===== config.mk =====
export PLATFORM = sky130hd
export DESIGN_NAME = icache_ctrl
export DESIGN_NICKNAME = d
export VERILOG_FILES = /design/src/logic/icache_pkg.sv /design/src/logic/icache_ctrl.sv
export VERILOG_INCLUDE_DIRS = /design/src /design/src/logic
export SDC_FILE = /design/constraint.sdc
export NUM_CORES = 1
export LEC_CHECK = 0
export ABC_AREA = 1
export ABC_CLOCK_PERIOD_IN_PS = 1600
export BUFFER_PORTS_ARGS = -buffer_cell sky130_fd_sc_hd__buf_2
export CAP_MARGIN = 20
export CORE_AREA = 2 2 39 41
export CTS_BUF_LIST = sky130_fd_sc_hd__clkbuf_4 sky130_fd_sc_hd__clkbuf_8
export CTS_CLUSTER_DIAMETER = 50
export CTS_CLUSTER_SIZE = 30
export DETAILED_ROUTE_END_ITERATION = 10
export DIE_AREA = 0 0 41 43
export PLACE_DENSITY = 0.42
export SYNTH_ARGS = -nofsm -noshare
export SYNTH_HDL_FRONTEND = slang
export SYNTH_SLANG_ARGS = --single-unit
export TNS_END_PERCENT = 50

===== constraint.sdc =====
create_clock -name clk -period 1.6 [get_ports clk]
set_clock_uncertainty 0.2 [all_clocks]
set_input_delay 0.16 -clock clk [delete_from_list [all_inputs] [get_ports clk]]
set_output_delay 0.16 -clock clk [all_outputs]
set_load 0.01 [all_outputs]

===== src/logic/icache_macros.svh =====
`ifndef ICACHE_MACROS_SVH
`define ICACHE_MACROS_SVH

// fetch address layout is | tag | index | offset |
`define ICACHE_ADDR_W   32
`define ICACHE_INDEX_W  6
`define ICACHE_OFFSET_W 6

// whatever is left above index and offset
`define ICACHE_TAG_W    (`ICACHE_ADDR_W - `ICACHE_INDEX_W - `ICACHE_OFFSET_W)

// 64 sets per way
`define ICACHE_SETS     (1 << `ICACHE_INDEX_W)

// 64-byte lines, filled in one memory beat
`define ICACHE_LINE_W   (8 << `ICACHE_OFFSET_W)

// two instructions per fetch
`define ICACHE_FETCH_W  64

`endif


===== src/logic/icache_pkg.sv =====
`default_nettype none

`include "icache_macros.svh"

package icache_pkg;

    // controller states
    typedef enum logic [1:0] {
        IDLE,
        LOOKUP,
        MISS,
        REFILL
    } cache_state_t;

    typedef logic [`ICACHE_ADDR_W-1:0]  addr_t;
    typedef logic [`ICACHE_INDEX_W-1:0] index_t;
    typedef logic [`ICACHE_TAG_W-1:0]   tag_t;
    typedef logic [`ICACHE_LINE_W-1:0]  line_t;   // one full cache line
    typedef logic [`ICACHE_FETCH_W-1:0] fetch_t;  // one fetch slot

endpackage

`default_nettype wire


===== src/logic/icache_ctrl.sv =====
`timescale 1ns/1ps
`default_nettype none

module icache_ctrl (
    input  wire  clk,
    input  wire  rstn,
    input  wire  i_rvalid,
    input  wire  i_flush,
    input  wire  i_hit,
    input  wire  i_adef,
    input  wire  i_mem_rready,
    output logic o_req_ready,
    output logic o_capture,
    output logic o_resp_valid,
    output logic o_mem_rvalid,
    output logic o_refill,
    output logic o_from_ret,
    output logic o_lru_touch,
    output logic o_idle
);
    import icache_pkg::*;

    cache_state_t state_q;
    cache_state_t state_d;
    logic         flush_pend_q;  // response of the buffered request is dropped
    logic         respond;       // this cycle finishes the buffered request

    always_ff @(posedge clk) begin
        if (!rstn) begin
            state_q <= IDLE;
        end else begin
            state_q <= state_d;
        end
    end

    // a new capture starts clean, even when a flush comes in the same cycle
    always_ff @(posedge clk) begin
        if (!rstn) begin
            flush_pend_q <= 1'b0;
        end else if (o_capture) begin
            flush_pend_q <= 1'b0;
        end else if (i_flush) begin
            flush_pend_q <= 1'b1;
        end
    end

    always_comb begin
        state_d      = state_q;
        o_req_ready  = 1'b0;
        respond      = 1'b0;
        o_mem_rvalid = 1'b0;
        o_refill     = 1'b0;
        o_from_ret   = 1'b0;
        o_lru_touch  = 1'b0;

        case (state_q)
            IDLE: begin
                o_req_ready = 1'b1;
                if (i_rvalid) begin
                    state_d = LOOKUP;
                end
            end

            LOOKUP: begin
                // misaligned fetch answers right away, no memory read
                if (i_adef || i_hit) begin
                    respond     = 1'b1;
                    o_req_ready = 1'b1;
                    o_lru_touch = !i_adef;
                    state_d     = i_rvalid ? LOOKUP : IDLE;
                end else begin
                    state_d = MISS;
                end
            end

            MISS: begin
                o_mem_rvalid = 1'b1;  // held until memory takes it
                if (i_mem_rready) begin
                    state_d = REFILL;
                end
            end

            REFILL: begin
                o_refill    = 1'b1;
                o_from_ret  = 1'b1;  // data comes from the return buffer
                o_lru_touch = 1'b1;
                respond     = 1'b1;
                o_req_ready = 1'b1;
                state_d     = i_rvalid ? LOOKUP : IDLE;
            end

            default: begin
                state_d = IDLE;
            end
        endcase
    end

    assign o_capture = o_req_ready && i_rvalid;

    // a flush in the response cycle itself also kills it
    assign o_resp_valid = respond && !flush_pend_q && !i_flush;

    assign o_idle = (state_q == IDLE);

endmodule

`default_nettype wire


# Word level (Yosys, flattened, before mapping)
# Cells that the tools add are included.
# op_classes
reduce_logical	11
n_eq_ne	5
bitwise	1
n_mux	12
# op_table
op	n
$pmux W2 S4	1
$mux W2	3
$pmux W1 S2	3
$mux W1	5
$eq A2 B2 Y1 const B	2
$ne A2 B2 Y1 const B	2
$reduce_or A2 Y1	2
$logic_and A1 B1 Y1	3
$logic_not A1 Y1	3
$eq A2 B1 Y1 const B	1
$logic_not A2 Y1	1
$reduce_and A2 Y1	1
$logic_or A1 B1 Y1	1
$not A1 Y1	1
# totals
word_cells	31
ff_bits	3
out_inout_bits	8
in_bits	7

# Depth between registers and ports, before layout
# depth
word_depth	5
mapped_depth	7
ltp_nobuf	7

# Worst setup path before layout
# No wires, ideal clock.
# synth_timing
path_type	reg-to-reg
start	register state_q[0]
end	register state_q[0]
synth_period_minus_slack_ns	1.417
required_ns	1.283
slack_ns	0.183
setup_time_ns	0.117
arrival_ns	1.101
path_stages_with_launch	6
cell_sequence	dfxtp_1 > inv_1 > ha_1 > or2_0 > nor2_1 > a21oi_1
# synth_between
elab_chain_cells	3
elab_cells_between_ends	8
# synth_rtl
element	line	rtl
start: declaration	icache_ctrl.sv:23	cache_state_t state_q;
start signal: assignment	icache_ctrl.sv:32	state_q <= state_d;
$eq A2 B2 Y1 or $logic_not A2 Y1 (tied branches)	icache_ctrl.sv:56	case (state_q)
$ne A2 B2 Y1 (no line)	n/a	
$reduce_and A2 Y1 (no line)	n/a	
# Parallel ways exist; a longest one is shown, timed or not.
# A chain may end at the register's enable or synchronous reset.

==> flow_summary.toml <==
[outcome]
status = "finished clean"

[power]
leakagePower_nw = 0.295
max-vdd-ir-drop_uv = 488
power_density_nw_per_um2 = 1370

[cells_and_area]
layout_common_cells = "buf_2, nand2_1, inv_1, nor2_1, ha_4"
final_core_util = 0.397
fin_nets = 84
final_area_um2 = 549
syn_to_final_growth_pct = 79.2
layout-drive-gt1-share = 0.500
final_common_cell = "buf_2"
antennaDiodeCount = 0

[synth]
synth_nets = 61
synth_top_cell_area_share = 0.245
yosysWarnings = 0
netlist_area_um2 = 307
synth_cells = 48
synth.distinct_cells = 14
synth-seq-cells = 3
avgSynthCellArea_um2 = 6.39
synth_area_leaders = "ha_1, dfxtp_1, inv_1"
synth_top_cell_by_area = "ha_1"
seq_area_frac_synth = 0.196

[hold_path]
min_path_type = "input pin to register"

[sta]
fmax_ghz = 0.642
fin_crit_ns = 1.56
setup_violations = 0
max-slew-margin-rel = 0.877
rsz0062_at_grt = "true"
worst_pin_slew_ns = 0.184
fin_crit_sh = 0.974
finalHoldViolCount = 0
maxSlewViolCount = 0

[grt]
grt_overflow = 0
grt_max_degree = 5
antenna_found_initial = 0
grt_pass1_vias = 304
grt_usage = 0.0934
grt_pass1_wl_um = 1080

[clock_tree]
cts_inserted_buffers = 3
clk_latency_ns = 0.23
cts_root_buffer = "clkbuf_4"
htreeDepth = 1
cts_tree = "yes"
path_clk_slew_ns = 0.04
clockBufferDepth = 2
cts.sinks = 3

[floorplan]
start_util = 0.222
coreArea_um2 = 1380
fp.dieW_um = 41
die_h_um = 43
rows = 14
io_pins = 15
die_area_um2 = 1760

[setup_path]
worstPathCellList = "buf_4, ha_4, inv_1, a21boi_1, buf_2"
critical_path_class = "register to output pin"
worstPathArrival_ns = 1.20
critPathSlowestCell = "dfxtp_2"
end_kind = "output pin"
max_stage_delay_ns = 0.34
startpoint_type = "register"
r2r_slack_ns = 0.22
crit_fanout = 3
crit_family = "buffers and inverters"
crit_buf_inv = 3
cp.required_ns = 1.24

[placed_design]
hpwlAfterDp_um = 546
placed_area_um2 = 397
numPortBuffers = 14
place_congestion = 0.718

[run]
drv_cap = 0

[detailed_routing]
drt_iter0_drc = 3
routed_wl_um = 705
viasPerCell = 3.93
drt-pass1-iter-count = 4
wl_per_cell_um = 8.20
num_vias = 338
detail-route-antenna-nets = 0
drc = 0
[worst min-delay path, delay by kind of cell]
kind / cells / cell delay, ns
buffers and inverters: 2 / 0.11
and+or+nand+nor: 3 / 0.20
[cells in the mapped netlist]
| cell | count |
|---|---|
| nand3_1 | 2 |
| or2_0 | 1 |
| a21oi_1 | 1 |
| o31ai_1 | 1 |
| nand2_1 | 12 |
| o21ai_0 | 1 |
| nor2_1 | 5 |
| a21boi_0 | 1 |
| dfxtp_1 | 3 |
| inv_1 | 12 |
| o21ai_2 | 1 |
| ha_1 | 6 |
| nor3_1 | 1 |
| buf_4 | 1 |
[what timing repair did]
| item | CTS | global route |
|---|---|---|
| setup endpoints to repair | 4 | 4 |
| setup buffers | 1 | 1 |
| gates resized for setup | 6 | 17 |
| endpoints found under the hold margin | 2 | 0 |
| pin swaps | 0 | 2 |
| hold buffers | 2 | 0 |
[where the power goes]
group / internal (mW) / leakage [nW] / switching (mW) / total [mW]
registers: 0.105 / 0.0258 / 0.0296 / 0.135
clock network: 0.110 / 0.0184 / 0.0374 / 0.148
logic: 0.216 / 0.251 / 0.257 / 0.473
total: 0.432 / 0.295 / 0.324 / 0.755
[area by class of cell]
type / instances / area (um2)
tap: 16 / 20.0
clock buffer: 4 / 30.0
inverter: 12 / 50.0
sequential: 3 / 65.1
multi-input combinational: 32 / 268
timing repair buffer: 19 / 116
fill: 146 / 835
[path summary, 6_finish.rpt]
check	end	from	cells after the start
max	o_resp_valid	register	5
min	flush_pend_q$_SDFFE_PP0P_	i_flush	5
max reg2reg	state_q[0]$_SDFFE_PN0P_	register	6
min reg2reg	flush_pend_q$_SDFFE_PP0P_	flush_pend_q$_SDFFE_PP0P_	4
[cell families after synthesis]
logic type	after synthesis	synth area share
simple gates	21	0.278
buf+inv	13	0.171
fa+ha+maj	6	0.245
flops	3	0.196
compound gates	5	0.110
[per-stage QoR]
stage / instances / setup TNS [ns] / power (mW) / hold WS (ns) / setup WS [ns]
global route: 86 / -0.102 / 0.833 / 0.0956 / -0.0294
floorplan: 48 / 0 / 0.348 / 0.0805 / 0.183
CTS: 85 / -0.0264 / 0.644 / 0.0677 / -0.0264
global placement: 78 / 0 / 0.461 / 0.215 / 0.122
finish: 86 / 0 / 0.755 / 0.0687 / 0.0417
detailed placement: 78 / 0 / 0.459 / 0.219 / 0.107
[layer usage]
metal | vias up | wire [um] | GRT usage
met5 | - | 0 | 0
met4 | 0 | 0 | 0.0400
met3 | 0 | 61 | 0.0471
met2 | 14 | 320 | 0.138
met1 | 137 | 322 | 0.109
li1 | 187 | - | -
No activity file was read; power rests on OpenSTA's default activity.
