[config.mk]
export PLATFORM = sky130hd
export DESIGN_NAME = icache_lru
export DESIGN_NICKNAME = d
export VERILOG_FILES = /design/src/logic/icache_pkg.sv /design/src/logic/icache_lru.sv
export VERILOG_INCLUDE_DIRS = /design/src /design/src/logic
export SDC_FILE = /design/constraint.sdc
export NUM_CORES = 1
export LEC_CHECK = 0
export BUFFER_PORTS_ARGS = -buffer_cell sky130_fd_sc_hd__buf_2
export CAP_MARGIN = 15
export CORE_UTILIZATION = 40
export CTS_BUF_LIST = sky130_fd_sc_hd__clkbuf_8
export DETAILED_ROUTE_END_ITERATION = 10
export HOLD_SLACK_MARGIN = 0.02
export SYNTH_ARGS = -nofsm -noshare
export SYNTH_HDL_FRONTEND = slang
export SYNTH_SLANG_ARGS = --single-unit
export TNS_END_PERCENT = 50
[constraint.sdc]
create_clock -name clk -period 1.83 [get_ports clk]
set_input_delay 0.0915 -clock clk [delete_from_list [all_inputs] [get_ports clk]]
set_output_delay 0.0915 -clock clk [all_outputs]
set_load 0.02 [all_outputs]
[src/logic/icache_macros.svh]
`ifndef ICACHE_MACROS_SVH
`define ICACHE_MACROS_SVH

// fetch address layout is | tag | index | offset |
`define ICACHE_ADDR_W   32
`define ICACHE_INDEX_W  6
`define ICACHE_OFFSET_W 6

// whatever is left above index and offset
`define ICACHE_TAG_W    (`ICACHE_ADDR_W - `ICACHE_INDEX_W - `ICACHE_OFFSET_W)

// 64 sets per way
`define ICACHE_SETS     (1 << `ICACHE_INDEX_W)

// 64-byte lines, filled in one memory beat
`define ICACHE_LINE_W   (8 << `ICACHE_OFFSET_W)

// two instructions per fetch
`define ICACHE_FETCH_W  64

`endif

[src/logic/icache_pkg.sv]
`default_nettype none

`include "icache_macros.svh"

package icache_pkg;

    // controller states
    typedef enum logic [1:0] {
        IDLE,
        LOOKUP,
        MISS,
        REFILL
    } cache_state_t;

    typedef logic [`ICACHE_ADDR_W-1:0]  addr_t;
    typedef logic [`ICACHE_INDEX_W-1:0] index_t;
    typedef logic [`ICACHE_TAG_W-1:0]   tag_t;
    typedef logic [`ICACHE_LINE_W-1:0]  line_t;   // one full cache line
    typedef logic [`ICACHE_FETCH_W-1:0] fetch_t;  // one fetch slot

endpackage

`default_nettype wire

[src/logic/icache_lru.sv]
`timescale 1ns/1ps
`default_nettype none

`include "icache_macros.svh"

module icache_lru (
    input  wire                     clk,
    input  wire                     rstn,
    input  wire icache_pkg::index_t i_index,
    input  wire                     i_touch,
    input  wire                     i_touch_way,
    output logic                    o_victim_way
);
    import icache_pkg::*;

    // one bit per set, the way used last
    logic [`ICACHE_SETS-1:0] mru_q;

    always_ff @(posedge clk) begin
        if (!rstn) begin
            mru_q <= '0;
        end else if (i_touch) begin
            mru_q[i_index] <= i_touch_way;  // hit way or refilled way
        end
    end

    // with two ways the victim is simply the other one
    assign o_victim_way = ~mru_q[i_index];

endmodule

`default_nettype wire

-- Yosys cells after proc, flatten, opt, wreduce, memory -nomap -nowiden
Index checks and enable logic that the tools add are counted.
- logic and storage cells: 10
- bits in registers: 64
- output and inout port bits: 1
- reductions and logical operators: 1
- bitwise gates (word level): 1
- multiplexer cells: 5
- $lt $le $gt $ge: 2
- operators by type and width (kind ; number):
    64-bit bitwise mux ; 1
    6-bit by 7-bit less-than comparator with 1-bit output, second input constant ; 1
    1-bit binary-select mux with 6-bit select ; 1
    1-bit demux with 6-bit select ; 1
    6-bit by 1-bit greater-or-equal comparator with 1-bit output, second input constant ; 1
    1-bit 2-to-1 mux ; 2
    1-bit logical AND ; 1
    1-bit inverter ; 1

-- Longest topological paths before layout
- depth after elaboration: 5
- depth in mapped cells: 8
- mapped depth without buffers: 5

-- Least setup slack after synthesis
OpenSTA, ideal clock, no wires.
- path type: input-to-output
- start point: input port i_index[2]
- end point: output port o_victim_way
- data arrival time: 1.322 ns
- setup slack: 0.417 ns
- cell stages on the path: 7
- path through: buf_6 -> buf_8 -> and3b_4 -> o21ai_2 -> a41oi_1 -> a2111oi_2 -> nand4b_1
- longest elaborated chain between the ends: 3
- ends and longest elaborated chain (item ; RTL line ; RTL):
    from (decl) ; icache_lru.sv:9 ; input wire icache_pkg::index_t i_index,
    1-bit binary-select mux with 6-bit select ; icache_lru.sv:28 ; assign o_victim_way = ~mru_q[i_index];
    1-bit 2-to-1 mux (not written as such) ; icache_lru.sv:28 ;
    1-bit inverter ; icache_lru.sv:28 ;
    to (decl) ; icache_lru.sv:12 ; output logic o_victim_way
Every way passes these cells. The select of a mux whose other input is x is not followed.

-- Worst setup path after layout
- start point: register mru_q[10]
- end point: output port o_victim_way
- longest elaborated chain between the ends: 3
- ends and longest elaborated chain (item ; RTL line ; RTL):
    from (decl) ; icache_lru.sv:17 ; logic [`ICACHE_SETS-1:0] mru_q;
    from (signal, indexed assignment) ; icache_lru.sv:23 ; mru_q[i_index] <= i_touch_way;
    1-bit binary-select mux with 6-bit select ; icache_lru.sv:28 ;
    1-bit 2-to-1 mux (not written as such) ; icache_lru.sv:28 ;
    1-bit inverter ; icache_lru.sv:28 ;
Every way passes these cells. The select of a mux whose other input is x is not followed.

==> flow_summary.json <==
{
  "status": "finished with violations",
  "violations": "setup timing",
  "n_fill_cell": 795,
  "use_met3_pct": 5.96,
  "grt_pass1_wl_um": 17400,
  "switching_share_pct": 25.2,
  "first_pass_iters": 5,
  "use_met1_pct": 35.2,
  "synth_cell_type_count": 50,
  "gp_congestion": 0.850,
  "tightest_slew_ps": 567,
  "setup_slack_ps": -132,
  "cts_hold_buf": 0,
  "yosysWarnings": 0,
  "area_growth_pct": 17.1,
  "cts.clk_slew.worst_paths_ps": 80,
  "drt_wl_total_um": 10600,
  "rr_worst_depth": 2,
  "post-place-ws_ps": -64.9,
  "p_int_uw": 2360,
  "drive_gt1_share_pct": 23.4,
  "num_vias": 3249,
  "syn_inst": 407,
  "clk_latency_ps": 350,
  "cellLeakagePower_uw": 0.00134,
  "antenna_found_initial": 0,
  "crit_chain": "mux4_2, nand2_1, and3_4, a2111oi_4, nand4b_1, buf_4",
  "reg_top3": "mru_q: 64 flops",
  "drv_cap": 0,
  "post-cts-setup-buffer-count": 0,
  "seq_area_frac_synth_pct": 37.1,
  "maxSlewViolCount": 0,
  "setup_violations": 1,
  "crit_family": "simple AND/OR/NAND/NOR gates",
  "period_needed_ps": 1960,
  "fp.coreArea_um2": 8300,
  "peakVddDrop_mv": 0.291,
  "grt_overflow": 0,
  "wire_per_inst_um": 19.6,
  "whs_ps": 236,
  "viasPerCell": 6.01,
  "die_area_um2": 9010,
  "rsz0062_at_grt": "yes",
  "powerDensity_nw_per_um2": 782,
  "drc_errors": 0,
  "antenna_left": 0,
  "grt_pass1_vias": 3280,
  "grtUsageMet2_pct": 39.1,
  "max-clock-path-buffers": 2,
  "htree_levels": 3,
  "period_share_pct": 107,
  "worstSetupStartpointType": "register",
  "grt_start_max_net_pins": 65,
  "crit_buf_inv": 1,
  "cts_buffers": 9,
  "cts_tree": "built",
  "cts_root_buf": "clkbuf_8",
  "grt.total_usage_pct": 26.0,
  "crit_slowest_cell": "a2111oi_4",
  "largest_reg_flops": 64,
  "core.rowCount": 33,
  "drtIter0Drc": 261,
  "pwr-share-clk_pct": 44.0,
  "max_freq_mhz": 510,
  "io_buffer_count": 10,
  "avgSynthCellArea_um2": 8.48,
  "min_delay_path_depth": 3,
  "cp_max_fo": 2,
  "diodes": 0,
  "cts_sinks": 64,
  "comb_power_share_pct": 11.7,
  "top_register": "mru_q",
  "busiest_layer": "met2",
  "cp_data_arrival_time_ps": 1870,
  "hpwl_um": 6990,
  "final_net_count": 442,
  "syn_area_um2": 3450,
  "netSwitchingPower_uw": 796,
  "worst_path_largest_cell_delay_ps": 360,
  "p_seq_share_pct": 44.3,
  "start_util_pct": 41.6,
  "end_kind": "output port",
  "critPathKind": "reg -> out",
  "hp-class": "in -> reg",
  "syn-num-nets": 417,
  "io_pins": 11,
  "die_w_um": 94.9,
  "critPathRequiredTime_ps": 1740,
  "hold_viol": 0,
  "worst-path-stages": 6,
  "ys_ff_latch": 64,
  "fin_skew_ps": 0,
  "die_height_um": 94.9,
  "maxSlewHeadroom_pct": 62.1
}
## per-stage QoR
step	cells	total power, uW	utilization (%)	instance area (um^2)	setup TNS, ps
after global placement	526	1780	45.4	3770	-67.2
after CTS	541	3160	48.6	4030	-124
after detailed placement	526	1780	45.4	3770	-64.9
final	541	3160	48.7	4040	-132
after floorplan	407	1670	-	3450	0
after global routing	541	3270	48.7	4040	-187
## synth_stat cells, drive strengths merged
master / instances / area share, %
o21ai: 72 / 11
nand3: 69 / 10
a21boi: 64 / 14
dfxtp: 64 / 37
clkbuf: 20 / 2.2
buf: 17 / 3.5
nand2: 13 / 1.6
nor2: 11 / 1.5
nor3b: 10 / 2.5
nor3: 9 / 1.6
and3b: 6 / 1.6
mux4: 6 / 3.9
mux2i: 4 / 1.2
nor2b: 4 / 0.72
o221ai: 4 / 1.0
a2111oi: 3 / 0.94
and3: 3 / 0.54
inv: 3 / 0.33
nand2b: 3 / 0.54
or3b: 3 / 0.76
a41oi: 2 / 0.51
o21bai: 2 / 0.43
or2: 2 / 0.36
a211o: 1 / 0.25
a21oi: 1 / 0.14
a22oi: 1 / 0.22
a311oi: 1 / 0.25
a31oi: 1 / 0.18
and2: 1 / 0.18
nand3b: 1 / 0.22
nand4: 1 / 0.18
nand4b: 1 / 0.25
o22a: 1 / 0.25
o22ai: 1 / 0.18
o311a: 1 / 0.29
or3: 1 / 0.18
## per-layer routing
| layer | wire length [um] | share of wire [%] |
|---|---|---|
| met1 | 4770 | 45 |
| met5 | 0 | 0 |
| met3 | 660 | 6.2 |
| met2 | 4890 | 46 |
| met4 | 281 | 2.7 |
## placed cells by master, fill, tap and decap left out, types with 2 or more instances in the layout
master     synthesis  layout
nor2b_1            4       4
buf_4              4      40
nand3_1           69      69
nor3_1             7       7
nand2b_1           3       3
inv_1              1       2
bufinv_16          0       2
inv_2              2       2
buf_12             0       2
a41oi_2            0       2
and3_1             3       2
nor2_1             7       7
nor3_2             2       2
dfxtp_2            0       7
nand2_2            2       2
mux4_2             6       6
o221ai_1           4       4
buf_2              7       8
mux2i_1            4       4
or3b_2             3       3
and3b_1            5       5
nor3b_1            8       8
nand2_1           11      11
a21boi_1           6       6
o21bai_1           2       2
nor2_2             4       4
a21boi_0          58      58
dfxtp_1           64      57
o21ai_1            3       3
o21ai_0           68      67
o21ai_2            1       2
clkbuf_8           0      11
or2_2              2       2
nor3b_2            2       2
## layout make-up
class,instances,area [um^2],area share [%]
clock buffer,11,151,3.74
tap,105,131,3.25
multi-input combinational,303,2000,49.5
inverter,3,11.3,0.279
timing repair buffer,51,388,9.59
clock inverter,4,68.8,1.70
sequential,64,1290,31.9
## repair_timing
action / CTS / global route
endpoints found under the setup margin: 1 / 1
gates resized for setup: 13 / 3
pin swaps: 8 / 0
## power groups by stage
stage          Sequential [uW]  Combinational, uW  Clock (uW)
3_5_place_dp              1430                351           0
3_3_place_gp              1430                351           0
4_1_cts                   1400                362        1400
5_1_grt                   1400                397        1480
6_report                  1400                369        1390
2_1_floorplan             1430                235           0
## logic make-up (layout without fill, tap and decap cells)
logic type	Yosys count	in the layout	share of synthesized area, %
simple gates	138	138	22.7
buf+inv	40	69	6.01
flops	64	64	37.1
compound gates	155	155	29.1
mux	10	10	5.07
## worst paths after layout
| path | from | to | slack [ps] |
|---|---|---|---|
| min | i_touch_way | mru_q[8] | 240 |
| min reg2reg | mru_q[43] | mru_q[43] | 480 |
| max | mru_q[10] | o_victim_way | -130 |
| max reg2reg | mru_q[56] | mru_q[56] | 1100 |
## worst register-to-register path, cell delays in order (launching register included)
cell      delay (ps)
dfxtp_1          360
o21ai_0          100
a21boi_0         190
No activity file was read; power rests on OpenSTA's default activity.
